### src/rtl/hc_cfg.svh
// Host channel driver configuration
`ifndef HC_CFG_SVH
`define HC_CFG_SVH

// Link widths
`define HC_DATA_WIDTH 64
`define HC_ADDR_WIDTH 32
`define HC_TAG_WIDTH 8

// Lines in each host ring buffer
`define HC_RING_LINES 16
// Client receive buffer depth, which is also the read credit limit
`define HC_RX_BUF_DEPTH 4
`define HC_MAX_WR_OUT 8

`endif

### src/rtl/hc_bus_pkg.sv
// Host link bus types
`include "hc_cfg.svh"

package hc_bus_pkg;

    // One data line as carried on both link channels
    typedef logic [`HC_DATA_WIDTH-1:0] t_line;

    // Outgoing request header, shared by the read and the write channel
    typedef struct packed {
        logic [`HC_ADDR_WIDTH-1:0] addr;
        logic [`HC_TAG_WIDTH-1:0]  tag;
    } t_tx_hdr;

    // ------------------------------------------------------------
    // Received header word on channel 0
    // ------------------------------------------------------------

    // Read response view where the tag comes back as it was sent
    typedef struct packed {
        logic [15-`HC_TAG_WIDTH:0] rsvd;
        logic [`HC_TAG_WIDTH-1:0]  tag;
    } t_rx_rd_view;

    // Configuration write view carrying a 10 bit CSR index
    typedef struct packed {
        logic [5:0] rsvd;
        logic [9:0] csr_idx;
    } t_rx_cfg_view;

    // The valid that arrives with the word picks the view
    typedef union packed {
        t_rx_rd_view  rd;
        t_rx_cfg_view cfg;
    } t_rx_hdr;

endpackage

### src/rtl/hc_ctrl_pkg.sv
// Driver control types
`include "hc_cfg.svh"

package hc_ctrl_pkg;

    // CSR indices decoded from a configuration write
    typedef enum logic [9:0] {
        CSR_CTRL           = 10'h000,
        CSR_FROM_HOST_BASE = 10'h001,
        CSR_TO_HOST_BASE   = 10'h002,
        CSR_SREG_REQ       = 10'h003
    } t_csr_idx;

    // Bit positions of the enables within a CSR_CTRL write
    localparam int CTRL_READ_EN_BIT  = 0;
    localparam int CTRL_WRITE_EN_BIT = 1;

    // Decoded control state seen by both engines
    typedef struct packed {
        logic                      read_enable;
        logic                      write_enable;
        logic [`HC_ADDR_WIDTH-1:0] from_host_base;
        logic [`HC_ADDR_WIDTH-1:0] to_host_base;
    } t_csr_state;

    // Client status registers
    typedef logic [7:0] t_sreg_addr;
    typedef logic [`HC_DATA_WIDTH-1:0] t_sreg;

endpackage

### src/rtl/hc_host_if.sv
// Registered host receive side
`include "hc_cfg.svh"

interface hc_host_if;
    import hc_bus_pkg::*;

    // Channel 0 receive where the header is decoded by whichever valid is set
    t_rx_hdr                   c0_hdr;
    logic [`HC_DATA_WIDTH-1:0] c0_data;
    logic                      c0_rd_valid;
    logic                      c0_cfg_valid;

    // Channel 1 receive only carries write acknowledgements
    logic                      c1_wr_valid;

    // Transmit flow control from the host
    logic                      c0_almost_full;
    logic                      c1_almost_full;

    // The root owns the input register stage
    modport root (output c0_hdr, c0_data, c0_rd_valid, c0_cfg_valid,
                  c1_wr_valid, c0_almost_full, c1_almost_full);

    // Every block only observes the registered values
    modport block (input c0_hdr, c0_data, c0_rd_valid, c0_cfg_valid,
                   c1_wr_valid, c0_almost_full, c1_almost_full);

endinterface

### src/rtl/hc_csr_block.sv
// Configuration register block
`include "hc_cfg.svh"

module hc_csr_block
(
    input  logic                    clk,
    input  logic                    resetb,
    hc_host_if.block                host,
    output hc_ctrl_pkg::t_csr_state csr,
    output hc_ctrl_pkg::t_sreg_addr sreg_req_addr,
    output logic                    sreg_req_rdy,
    input  hc_ctrl_pkg::t_sreg      sreg_rsp,
    input  logic                    sreg_rsp_enable,
    output logic                    sreg_wr_valid,
    output hc_ctrl_pkg::t_sreg      sreg_wr_data
);
    import hc_ctrl_pkg::*;

    t_csr_idx cfg_idx;

    // Configuration writes use the CSR view of the header word
    assign cfg_idx = t_csr_idx'(host.c0_hdr.cfg.csr_idx);

    // ------------------------------------------------------------
    // Control registers and request strobes
    // ------------------------------------------------------------
    always_ff @(posedge clk)
    begin
        if (!resetb)
        begin
            csr           <= '0;
            sreg_req_rdy  <= 1'b0;
            sreg_wr_valid <= 1'b0;
        end
        else
        begin
            // The request strobe lasts a single cycle
            sreg_req_rdy <= 1'b0;
            if (host.c0_cfg_valid)
            begin
                case (cfg_idx)
                    CSR_CTRL:
                    begin
                        csr.read_enable  <= host.c0_data[CTRL_READ_EN_BIT];
                        csr.write_enable <= host.c0_data[CTRL_WRITE_EN_BIT];
                    end
                    CSR_FROM_HOST_BASE: csr.from_host_base <= host.c0_data[`HC_ADDR_WIDTH-1:0];
                    CSR_TO_HOST_BASE:   csr.to_host_base <= host.c0_data[`HC_ADDR_WIDTH-1:0];
                    CSR_SREG_REQ:       sreg_req_rdy <= 1'b1;
                    default:            ;
                endcase
            end
            // Each client answer becomes one status write toward the host
            sreg_wr_valid <= sreg_rsp_enable;
        end
    end

    // Request address and answer payload
    always_ff @(posedge clk)
    begin
        if (host.c0_cfg_valid && (cfg_idx == CSR_SREG_REQ))
            sreg_req_addr <= host.c0_data[$bits(t_sreg_addr)-1:0];
        if (sreg_rsp_enable)
            sreg_wr_data <= sreg_rsp;
    end

endmodule

### src/rtl/hc_read_engine.sv
// Host to client read engine
`include "hc_cfg.svh"

module hc_read_engine
(
    input  logic                    clk,
    input  logic                    resetb,
    hc_host_if.block                host,
    input  hc_ctrl_pkg::t_csr_state csr,
    output logic                    rd_req_valid,
    output hc_bus_pkg::t_tx_hdr     rd_req_hdr,
    output hc_bus_pkg::t_line       rx_fifo_data,
    output logic                    rx_fifo_rdy,
    input  logic                    rx_fifo_enable
);
    import hc_bus_pkg::*;

    localparam int SLOT_W = $clog2(`HC_RX_BUF_DEPTH);
    localparam int IDX_W  = $clog2(`HC_RING_LINES);
    localparam int CRED_W = $clog2(`HC_RX_BUF_DEPTH + 1);

    // Client buffer, one slot per possible request in flight
    t_line                       rx_buf [`HC_RX_BUF_DEPTH];
    logic [`HC_RX_BUF_DEPTH-1:0] slot_full;
    logic [SLOT_W-1:0]           issue_slot;
    logic [SLOT_W-1:0]           pop_slot;
    logic [SLOT_W-1:0]           rsp_slot;
    // Requests outstanding plus lines waiting for the client
    logic [CRED_W-1:0]           in_use;
    logic [IDX_W-1:0]            rd_idx;
    logic                        pop;

    // A read goes out only with a free slot and the host not almost full
    assign rd_req_valid = csr.read_enable && !host.c0_almost_full &&
                          (in_use < CRED_W'(`HC_RX_BUF_DEPTH));
    assign rd_req_hdr.addr = csr.from_host_base + `HC_ADDR_WIDTH'(rd_idx);
    // Tag names the slot the response will land in
    assign rd_req_hdr.tag = `HC_TAG_WIDTH'(issue_slot);

    assign rsp_slot = host.c0_hdr.rd.tag[SLOT_W-1:0];

    // Client sees slots strictly in issue order
    assign rx_fifo_rdy  = slot_full[pop_slot];
    assign rx_fifo_data = rx_buf[pop_slot];
    assign pop          = rx_fifo_enable && rx_fifo_rdy;

    always_ff @(posedge clk)
    begin
        if (!resetb)
        begin
            slot_full  <= '0;
            issue_slot <= '0;
            pop_slot   <= '0;
            in_use     <= '0;
            rd_idx     <= '0;
        end
        else
        begin
            if (rd_req_valid)
            begin
                issue_slot <= issue_slot + 1'b1;
                rd_idx <= (rd_idx == IDX_W'(`HC_RING_LINES - 1)) ? '0 : rd_idx + 1'b1;
            end
            // A slot is reissued only after its pop, so set and clear never collide
            if (host.c0_rd_valid)
                slot_full[rsp_slot] <= 1'b1;
            if (pop)
            begin
                slot_full[pop_slot] <= 1'b0;
                pop_slot <= pop_slot + 1'b1;
            end
            case ({rd_req_valid, pop})
                2'b10:   in_use <= in_use + 1'b1;
                2'b01:   in_use <= in_use - 1'b1;
                default: ;
            endcase
        end
    end

    always_ff @(posedge clk)
    begin
        if (host.c0_rd_valid)
            rx_buf[rsp_slot] <= host.c0_data;
    end

endmodule

### src/rtl/hc_write_engine.sv
// Client to host write engine
`include "hc_cfg.svh"

module hc_write_engine
(
    input  logic                    clk,
    input  logic                    resetb,
    hc_host_if.block                host,
    input  hc_ctrl_pkg::t_csr_state csr,
    input  hc_bus_pkg::t_line       tx_fifo_data,
    input  logic                    tx_fifo_enable,
    output logic                    tx_fifo_rdy,
    input  logic                    sreg_wr_valid,
    input  hc_ctrl_pkg::t_sreg      sreg_wr_data,
    output logic                    wr_req_valid,
    output hc_bus_pkg::t_tx_hdr     wr_req_hdr,
    output hc_bus_pkg::t_line       wr_req_data
);
    import hc_bus_pkg::*;
    import hc_ctrl_pkg::*;

    localparam int IDX_W = $clog2(`HC_RING_LINES);
    localparam int OUT_W = $clog2(`HC_MAX_WR_OUT + 1);
    // Status answers carry a tag no ring line can use
    localparam logic [`HC_TAG_WIDTH-1:0] SREG_TAG = '1;

    logic             line_valid;
    t_line            line_data;
    logic             sreg_pending;
    t_sreg            sreg_data;
    logic [IDX_W-1:0] wr_idx;
    logic [OUT_W-1:0] wr_out;
    logic             can_issue;
    logic             issue_sreg;
    logic             issue_line;
    logic             push;

    assign can_issue  = !host.c1_almost_full && (wr_out < OUT_W'(`HC_MAX_WR_OUT));
    // Status answer has fixed priority over the client line
    assign issue_sreg = sreg_pending && can_issue;
    assign issue_line = line_valid && !sreg_pending && can_issue;

    assign wr_req_valid = issue_sreg || issue_line;
    assign wr_req_hdr.addr = sreg_pending ?
                             csr.to_host_base + `HC_ADDR_WIDTH'(`HC_RING_LINES) :
                             csr.to_host_base + `HC_ADDR_WIDTH'(wr_idx);
    assign wr_req_hdr.tag = sreg_pending ? SREG_TAG : `HC_TAG_WIDTH'(wr_idx);
    assign wr_req_data = sreg_pending ? sreg_data : line_data;

    // A push waits for the previous line to leave the single holding register
    assign tx_fifo_rdy = csr.write_enable && !line_valid && !sreg_pending &&
                         (wr_out < OUT_W'(`HC_MAX_WR_OUT));
    assign push = tx_fifo_enable && tx_fifo_rdy;

    always_ff @(posedge clk)
    begin
        if (!resetb)
        begin
            line_valid   <= 1'b0;
            sreg_pending <= 1'b0;
            wr_idx       <= '0;
            wr_out       <= '0;
        end
        else
        begin
            if (issue_line)
            begin
                line_valid <= 1'b0;
                wr_idx <= (wr_idx == IDX_W'(`HC_RING_LINES - 1)) ? '0 : wr_idx + 1'b1;
            end
            if (push)
                line_valid <= 1'b1;
            if (issue_sreg)
                sreg_pending <= 1'b0;
            if (sreg_wr_valid)
                sreg_pending <= 1'b1;
            // Acks only follow issued writes so the count cannot underflow
            case ({wr_req_valid, host.c1_wr_valid})
                2'b10:   wr_out <= wr_out + 1'b1;
                2'b01:   wr_out <= wr_out - 1'b1;
                default: ;
            endcase
        end
    end

    always_ff @(posedge clk)
    begin
        if (push)
            line_data <= tx_fifo_data;
        if (sreg_wr_valid)
            sreg_data <= sreg_wr_data;
    end

endmodule

### src/rtl/hc_root.sv
// Host channel driver top
`include "hc_cfg.svh"

module hc_root
(
    input  logic                                    clk,
    input  logic                                    resetb,
    // Host link, channel 0 and channel 1
    input  logic [$bits(hc_bus_pkg::t_rx_hdr)-1:0]  c0_rx_hdr,
    input  logic [`HC_DATA_WIDTH-1:0]               c0_rx_data,
    input  logic                                    c0_rx_rd_valid,
    input  logic                                    c0_rx_cfg_valid,
    input  logic                                    c1_rx_wr_valid,
    input  logic                                    c0_tx_almost_full,
    input  logic                                    c1_tx_almost_full,
    output logic [$bits(hc_bus_pkg::t_tx_hdr)-1:0]  c0_tx_hdr,
    output logic                                    c0_tx_rd_valid,
    output logic [$bits(hc_bus_pkg::t_tx_hdr)-1:0]  c1_tx_hdr,
    output logic [`HC_DATA_WIDTH-1:0]               c1_tx_data,
    output logic                                    c1_tx_wr_valid,
    // Client receive and transmit FIFOs
    output logic [`HC_DATA_WIDTH-1:0]               rx_fifo_data,
    output logic                                    rx_fifo_rdy,
    input  logic                                    rx_fifo_enable,
    input  logic [`HC_DATA_WIDTH-1:0]               tx_fifo_data,
    input  logic                                    tx_fifo_enable,
    output logic                                    tx_fifo_rdy,
    // Client status registers used for debug
    output logic [$bits(hc_ctrl_pkg::t_sreg_addr)-1:0] sreg_req_addr,
    output logic                                    sreg_req_rdy,
    input  logic [`HC_DATA_WIDTH-1:0]               sreg_rsp,
    input  logic                                    sreg_rsp_enable
);
    import hc_bus_pkg::*;
    import hc_ctrl_pkg::*;

    hc_host_if host ();

    t_csr_state csr;
    logic       rd_req_valid;
    t_tx_hdr    rd_req_hdr;
    logic       wr_req_valid;
    t_tx_hdr    wr_req_hdr;
    t_line      wr_req_data;
    logic       sreg_wr_valid;
    t_sreg      sreg_wr_data;

    // ------------------------------------------------------------
    // Input register stage from the host link
    // ------------------------------------------------------------
    always_ff @(posedge clk)
    begin
        if (!resetb)
        begin
            host.c0_rd_valid    <= 1'b0;
            host.c0_cfg_valid   <= 1'b0;
            host.c1_wr_valid    <= 1'b0;
            host.c0_almost_full <= 1'b0;
            host.c1_almost_full <= 1'b0;
        end
        else
        begin
            host.c0_rd_valid    <= c0_rx_rd_valid;
            host.c0_cfg_valid   <= c0_rx_cfg_valid;
            host.c1_wr_valid    <= c1_rx_wr_valid;
            host.c0_almost_full <= c0_tx_almost_full;
            host.c1_almost_full <= c1_tx_almost_full;
        end
    end

    always_ff @(posedge clk)
    begin
        host.c0_hdr  <= c0_rx_hdr;
        host.c0_data <= c0_rx_data;
    end

    // ------------------------------------------------------------
    // Output register stage so the host sees only flopped requests
    // ------------------------------------------------------------
    always_ff @(posedge clk)
    begin
        if (!resetb)
        begin
            c0_tx_rd_valid <= 1'b0;
            c1_tx_wr_valid <= 1'b0;
        end
        else
        begin
            c0_tx_rd_valid <= rd_req_valid;
            c1_tx_wr_valid <= wr_req_valid;
        end
    end

    always_ff @(posedge clk)
    begin
        c0_tx_hdr  <= rd_req_hdr;
        c1_tx_hdr  <= wr_req_hdr;
        c1_tx_data <= wr_req_data;
    end

    // Control block and the two memory-mapped FIFOs
    hc_csr_block csr_block (
        .clk             (clk),
        .resetb          (resetb),
        .host            (host),
        .csr             (csr),
        .sreg_req_addr   (sreg_req_addr),
        .sreg_req_rdy    (sreg_req_rdy),
        .sreg_rsp        (sreg_rsp),
        .sreg_rsp_enable (sreg_rsp_enable),
        .sreg_wr_valid   (sreg_wr_valid),
        .sreg_wr_data    (sreg_wr_data)
    );

    hc_read_engine read_engine (
        .clk            (clk),
        .resetb         (resetb),
        .host           (host),
        .csr            (csr),
        .rd_req_valid   (rd_req_valid),
        .rd_req_hdr     (rd_req_hdr),
        .rx_fifo_data   (rx_fifo_data),
        .rx_fifo_rdy    (rx_fifo_rdy),
        .rx_fifo_enable (rx_fifo_enable)
    );

    hc_write_engine write_engine (
        .clk            (clk),
        .resetb         (resetb),
        .host           (host),
        .csr            (csr),
        .tx_fifo_data   (tx_fifo_data),
        .tx_fifo_enable (tx_fifo_enable),
        .tx_fifo_rdy    (tx_fifo_rdy),
        .sreg_wr_valid  (sreg_wr_valid),
        .sreg_wr_data   (sreg_wr_data),
        .wr_req_valid   (wr_req_valid),
        .wr_req_hdr     (wr_req_hdr),
        .wr_req_data    (wr_req_data)
    );

endmodule

### config.mk
export PLATFORM = sky130hd
export DESIGN_NAME = hc_root
export DESIGN_NICKNAME = d
export VERILOG_FILES = /design/src/rtl/hc_bus_pkg.sv /design/src/rtl/hc_ctrl_pkg.sv /design/src/rtl/hc_host_if.sv /design/src/rtl/hc_csr_block.sv /design/src/rtl/hc_read_engine.sv /design/src/rtl/hc_write_engine.sv /design/src/rtl/hc_root.sv
export VERILOG_INCLUDE_DIRS = /design/src /design/src/rtl
export SDC_FILE = /design/constraint.sdc
export NUM_CORES = 1
export LEC_CHECK = 0
export BUFFER_PORTS_ARGS = -buffer_cell sky130_fd_sc_hd__buf_4
export CAP_MARGIN = 10
export CORE_ASPECT_RATIO = 1.25
export CORE_MARGIN = 5
export CORE_UTILIZATION = 35
export CTS_CLUSTER_SIZE = 14
export DETAILED_ROUTE_END_ITERATION = 16
export GPL_ROUTABILITY_DRIVEN = 0
export GPL_TIMING_DRIVEN = 0
export PLACE_DENSITY = 0.64
export SYNTH_ARGS = -nofsm -noshare
export SYNTH_HDL_FRONTEND = slang
export SYNTH_SLANG_ARGS = --single-unit
### constraint.sdc
create_clock -name clk -period 15.9 [get_ports clk]
set_input_delay 1.59 -clock clk [delete_from_list [all_inputs] [get_ports clk]]
set_output_delay 1.59 -clock clk [all_outputs]
set_load 0.03 [all_outputs]
==> metrics, run 1 <==
Top cell by count, worst path clkbuf_1; Tmin final 4.58 ns; CP required 14.31 ns; Hold Path Depth 0; postcts setup bufs 0; multi-input gate area in the final layout 5570 um2; via count of the first global-routing pass 15000; fraction of registers with async set/reset 0%; DRC 0; Static Leak 0.0128 uW; unrepaired setup endpoints after global routing false; Clock Tree Buf Depth 3; via count 13800; Die W 253 um; Chip Height 314 um; global-route wire length before repair 92.6 mm; Max-Slew Margin vs Limit 22.5%; Initial Util 35.2%; Antenna Nets Post-Route 0; Util after Layout 45.0%; largest net degree at the start of global routing 66; share of layout cells above drive strength 1 37.2%; row cnt 111; max cap viols 0; HPWL after detailed placement 45.3 mm; Synth area leader edfxtp_1; post-CTS sizing 0; CTS clk-pin slew, worst paths 0.06 ns; area fraction of the dominant cell type after synthesis 53.0%; final setup fails 0; flops & latches, synth 767; CP startpoint kind flop; TNS Setup 0 ns; GRT Residual Overflow 0; initial antenna violation count 3; Final period util 28.8%; Skew-Pair Late Insertion Delay 0.61 ns; Avg Inst Size Synth 18.1 um2; CP max stage delay 0.79 ns; Synth warnings 0; Initial DRC Count 661; Worst Hold Class flop to flop; commonest non-fill, non-tap cell in the layout edfxtp_1; Primary FF master, synth edfxtp_1; Worst R2R Path Depth 11; core area 73300 um2; register area share after synthesis 77.1%; cts hold-fix bufs 0; number of synthesized flops with an enable pin 456; Design Area, Final 33000 um2; Final #Nets 2190; dpl cell area 30500 um2; io pins 439; die area 79400 um2; final hold vios 0; port bufs 426; Post-Route Skew 0.0197 ns; Initial DRT Pass Iterations 5; Slew @ Worst Pin 1.16 ns; crit end category output pin; CTS root buf clkbuf_16; Max IR drop VDD 122 uV; Antenna Cells 0; Crit Path Class flop to output pin; setup ws final 11.32 ns; top cells by area, synth edfxtp_1, dfxtp_1, mux4_2; filler instances 6397; Vias per Instance 4.64; CTS tree done; FF/Latch Area 19900 um2; Power Total 4180 uW; Fmax achieved 218 MHz; Critical-path top delay cell clkbuf_1; commonest non-fill, non-tap cells in the layout edfxtp_1, buf_4, dfxtp_1; area grow syn2layout 27.9%; Slew Limit Fails 0; GRT Util Overall 15.5%; post-synthesis cell type count 54; Setup WS pre-CTS 11.75 ns; clk sink count 767; status complete, no violations; H-tree Lvls 3; CP Cell Sequence clkbuf_1, clkbuf_1, mux4_2, buf_4; wire per inst 21.1 um; WL final 62.8 mm; Cells after Synth 1428; CTS buffer count 77; pwr/cell area 127 nW/um2; CP max FO 10; crit path DAT 2.99 ns; Mapped Area 25800 um2
## sequential cells by signal, summed over array words and instances, names as in the netlist, 8 cells and up, named ones only
| register | count |
|---|---|
| csr_block.csr | 66 |
| csr_block.sreg_req_addr | 8 |
| csr_block.sreg_wr_data | 64 |
| read_engine.rx_buf | 256 |
| c0_tx_hdr | 34 |
| host.c0_data | 64 |
| write_engine.line_data | 64 |
| write_engine.sreg_data | 64 |
| host.c0_hdr | 10 |
| c1_tx_hdr | 37 |
| c1_tx_data | 64 |
## per-layer routing
| metal | part of all wire (%) | track usage (%) | up-vias |
|---|---|---|---|
| met1 | 37 | 17.9 | 6738 |
| met4 | 3.0 | 5.33 | 6 |
| li1 | - | - | 6400 |
| met3 | 10 | 5.93 | 109 |
| met5 | 0.061 | 0 | - |
| met2 | 50 | 26.3 | 547 |
## synthesized netlist by cell type (all sizes together), types with 3 or more instances
cell type / count
buf: 34
nand2: 30
nor2b: 5
and2: 11
and4: 10
fa: 3
or2: 5
nand4: 23
edfxtp: 456
nor2: 95
nor4b: 8
a21o: 3
xor2: 24
nand3: 23
or3: 4
ha: 19
mux4: 65
inv: 18
nor4: 7
and3: 11
a21oi: 22
a211oi: 3
xnor2: 44
clkbuf: 18
dfxtp: 311
a31oi: 3
nor3: 6
mux2i: 71
o21ai: 14
mux2: 66
## area by class of cell
type                       count  share of cell area [%]
clock inverter                38                    1.10
tap                          960                    3.64
clock buffer                 105                    6.59
sequential                   767                    60.3
timing repair buffer         438                    10.3
inverter                      18                   0.212
multi-input combinational    596                    16.9
buffer                        52                   0.939
## through the flow
stage | hold WS, ns | instances
global placement | 0.354 | 2819
floorplan | 0.349 | 1433
global route | 0.376 | 2974
finish | 0.367 | 2974
CTS | 0.365 | 2974
detailed placement | 0.355 | 2831
## cells by family (layout without fill, tap and decap cells)
family	count (synthesis)	count (layout)	share of synthesized area (%)
flip-flops	767	767	77.1
AO/OA/AOI/OAI	55	55	1.35
AND/OR/NAND/NOR	243	243	5.30
multiplexers	202	202	11.3
buffers and inverters	70	651	1.46
adder cells (fa/ha/maj)	22	22	1.15
XOR/XNOR	68	68	2.31
other	1	6	0.0145
## where the power goes
| part | switching, uW | total [uW] | internal, uW |
|---|---|---|---|
| Clock | 757 | 1810 | 1050 |
| Sequential | 32.7 | 2210 | 2170 |
| Combinational | 87.3 | 167 | 79.5 |
## critical path: cells and delay by family (launching register included)
| kind | cells | cell delay (ns) |
|---|---|---|
| buffers and inverters | 3 | 1.62 |
| flip-flops | 1 | 0.30 |
| multiplexers | 1 | 0.44 |
## path summary, 6_finish.rpt
path                                           startpoint                     end  slack, ns
worst max-delay path                                 flop        rx_fifo_data[29]      11.32
worst min-delay path            read_engine.issue_slot[1]            c0_tx_hdr[1]       0.37
worst max register to register  write_engine.sreg_pending  write_engine.wr_out[2]      12.53
worst min register to register  read_engine.issue_slot[1]            c0_tx_hdr[1]       0.37
No activity file was read; power rests on OpenSTA's default activity.
==> inputs of run 2 (changes only) <==
PLACE_DENSITY = 0.66   (was 0.64)
clock period = 4 ns   (was 15.9 ns; I/O delays follow)
==> metrics, run 2 (synthesis gave the netlist of run 1 again) <==
Clock Tree Buf Depth 3 (unchanged); largest registers read_engine.rx_buf: 256 flops, csr_block.csr: 66 flops (unchanged); Switch Pwr 3570 uW (was 877 uW); crit path DAT 2.96 ns (was 2.99 ns); CP max FO 10 (unchanged); area grow syn2layout 36.3% (was 27.9%); CTS clk-pin slew, worst paths 0.06 ns (about the same); row cnt 111 (unchanged); CP required 3.60 ns (was 14.31 ns); max cap viols 0 (unchanged); share of layout cells above drive strength 1 34.0% (was 37.2%); DRC 0 (unchanged); Util after Layout 48.0% (was 45.0%); commonest non-fill, non-tap cell in the layout edfxtp_1 (unchanged); CTS root buf clkbuf_16 (unchanged); GRT Residual Overflow 0 (unchanged); Fmax achieved 297 MHz; via count 14800 (was 13800); status complete, no violations (unchanged); Worst Hold Class input port to flop (was flop to flop); Max IR drop VDD 418 uV (was 122 uV); CTS tree done (unchanged); Slew Limit Fails 0 (unchanged); port bufs 426 (unchanged); CTS buffer count 78 (was 77); io pins 439 (unchanged); Post-Route Skew 0.0182 ns (was 0.0197 ns); core area 73300 um2 (unchanged); Design Area, Final 35200 um2 (was 33000 um2); unrepaired setup endpoints after global routing false (unchanged); Tmin final 3.36 ns; largest net degree at the start of global routing 66 (unchanged); Max-Slew Margin vs Limit 28.6% (was 22.5%); Initial DRC Count 650 (was 661); Initial DRT Pass Iterations 5 (unchanged); GRT Util Overall 16.5% (was 15.5%); Antenna Nets Post-Route 0 (unchanged); initial antenna violation count 2 (was 3); postcts setup bufs 0 (unchanged); WL final 66.8 mm (was 62.8 mm); max reg flops 256 (unchanged); die area 79400 um2 (unchanged); Die W 253 um (unchanged); Static Leak 0.0137 uW (was 0.0128 uW); Final period util 84.0%; commonest non-fill, non-tap cells in the layout edfxtp_1, buf_4, dfxtp_1 (unchanged); Slew @ Worst Pin 1.07 ns (was 1.16 ns); pwr/cell area 484 nW/um2 (was 127 nW/um2); Vias per Instance 4.65 (was 4.64); Final #Nets 2395 (was 2190); crit end category output pin (unchanged); Crit Path Class flop to output pin (unchanged); H-tree Lvls 3 (unchanged); final hold vios 0 (unchanged); Initial Util 35.2% (unchanged); switching portion of total power 21.0% (about the same); TNS Setup 0 ns (unchanged); multi-input gate area in the final layout 5570 um2 (about the same); WHS 0.0420 ns (was 0.367 ns); Clock Power Share 43.5% (was 43.3%); clk sink count 767 (unchanged); dpl cell area 30500 um2 (about the same); FF/Latch Area 19900 um2 (unchanged); sequential share of power 51.6% (was 52.8%); CP startpoint kind flop (unchanged); filler instances 6104 (was 6397); global-route wire length before repair 99.3 mm (was 92.6 mm); Reg with most FFs read_engine.rx_buf (unchanged); Skew-Pair Late Insertion Delay 0.62 ns (was 0.61 ns); final setup fails 0 (unchanged); Internal Power 13500 uW (was 3310 uW); HPWL after detailed placement 45.1 mm (was 45.3 mm); wire per inst 21.0 um (was 21.1 um); Comb power frac 5.0% (was 4.0%); via count of the first global-routing pass 16100 (was 15000); Chip Height 314 um (unchanged)
[run 2: changes by cell type in the layout (fill, tap and decap cells not counted), moves of 2 or more]
cell	change
clkinv_1	-4
dlygate4sd3_1	+206
clkinvlp_4	+2
buf_6	-6
clkbuf_16	+3
inv_6	-3
buf_8	+2
clkinv_2	+3
buf_16	+2
[run 2: area by class of cell]
type,count,area share (%)
flip-flops and latches,767,56.6
multi-input cells,596,15.8
repair buffers,642,15.6
clock buffers,107,6.39
well taps,960,3.41
clock inverters,38,1.10
plain buffers,52,0.881
inverters,18,0.199
diodes,1,0.00711
[run 2: per-layer routing]
layer | track usage, % | part of all wire (%) | up-vias
met3 | 5.49 | 9.0 | 108
met5 | 0 | 0.016 | -
met1 | 18.9 | 38 | 7338
met2 | 29.3 | 51 | 536
met4 | 5.31 | 2.5 | 2
li1 | - | - | 6810
[run 2: repair_timing]
item                                   4_1_cts  5_1_grt
hold buffers                               206        0
resized for setup                            0        0
endpoints found under the hold margin      206        0
[run 2: final timing paths]
kind,from,end,slack [ns],cells past startpoint
worst max-delay path,flop,rx_fifo_data[25],0.64,4
worst min-delay path,c1_tx_almost_full,host.c1_almost_full,0.04,2
worst min register to register,read_engine.issue_slot[1],c0_tx_hdr[1],0.36,0
worst max register to register,write_engine.sreg_pending,write_engine.wr_out[2],0.77,11
[run 2: worst max-delay path, cell delays in order (launching register included)]
cell,delay [ns]
dfxtp_1,0.31
clkbuf_1,0.68
clkbuf_1,0.69
mux4_2,0.46
buf_4,0.20
[run 2: per-stage QoR]
| stage | worst slack, ns | std cells | total power (uW) |
|---|---|---|---|
| global placement | -1.93 | 2819 | 9600 |
| global route | 0.447 | 3180 | 17700 |
| finish | 0.638 | 3181 | 17000 |
| CTS | 0.476 | 3180 | 17300 |
| detailed placement | 0.601 | 2829 | 9630 |
| floorplan | 0.313 | 1433 | 9200 |
[run 2: power groups by stage]
stage	clock, uW	sequential [uW]	combinational [uW]
global placement	0	8950	647
global route	7970	8800	898
detailed placement	0	8950	680
CTS	7630	8780	847
finish	7400	8780	843
floorplan	0	8950	252
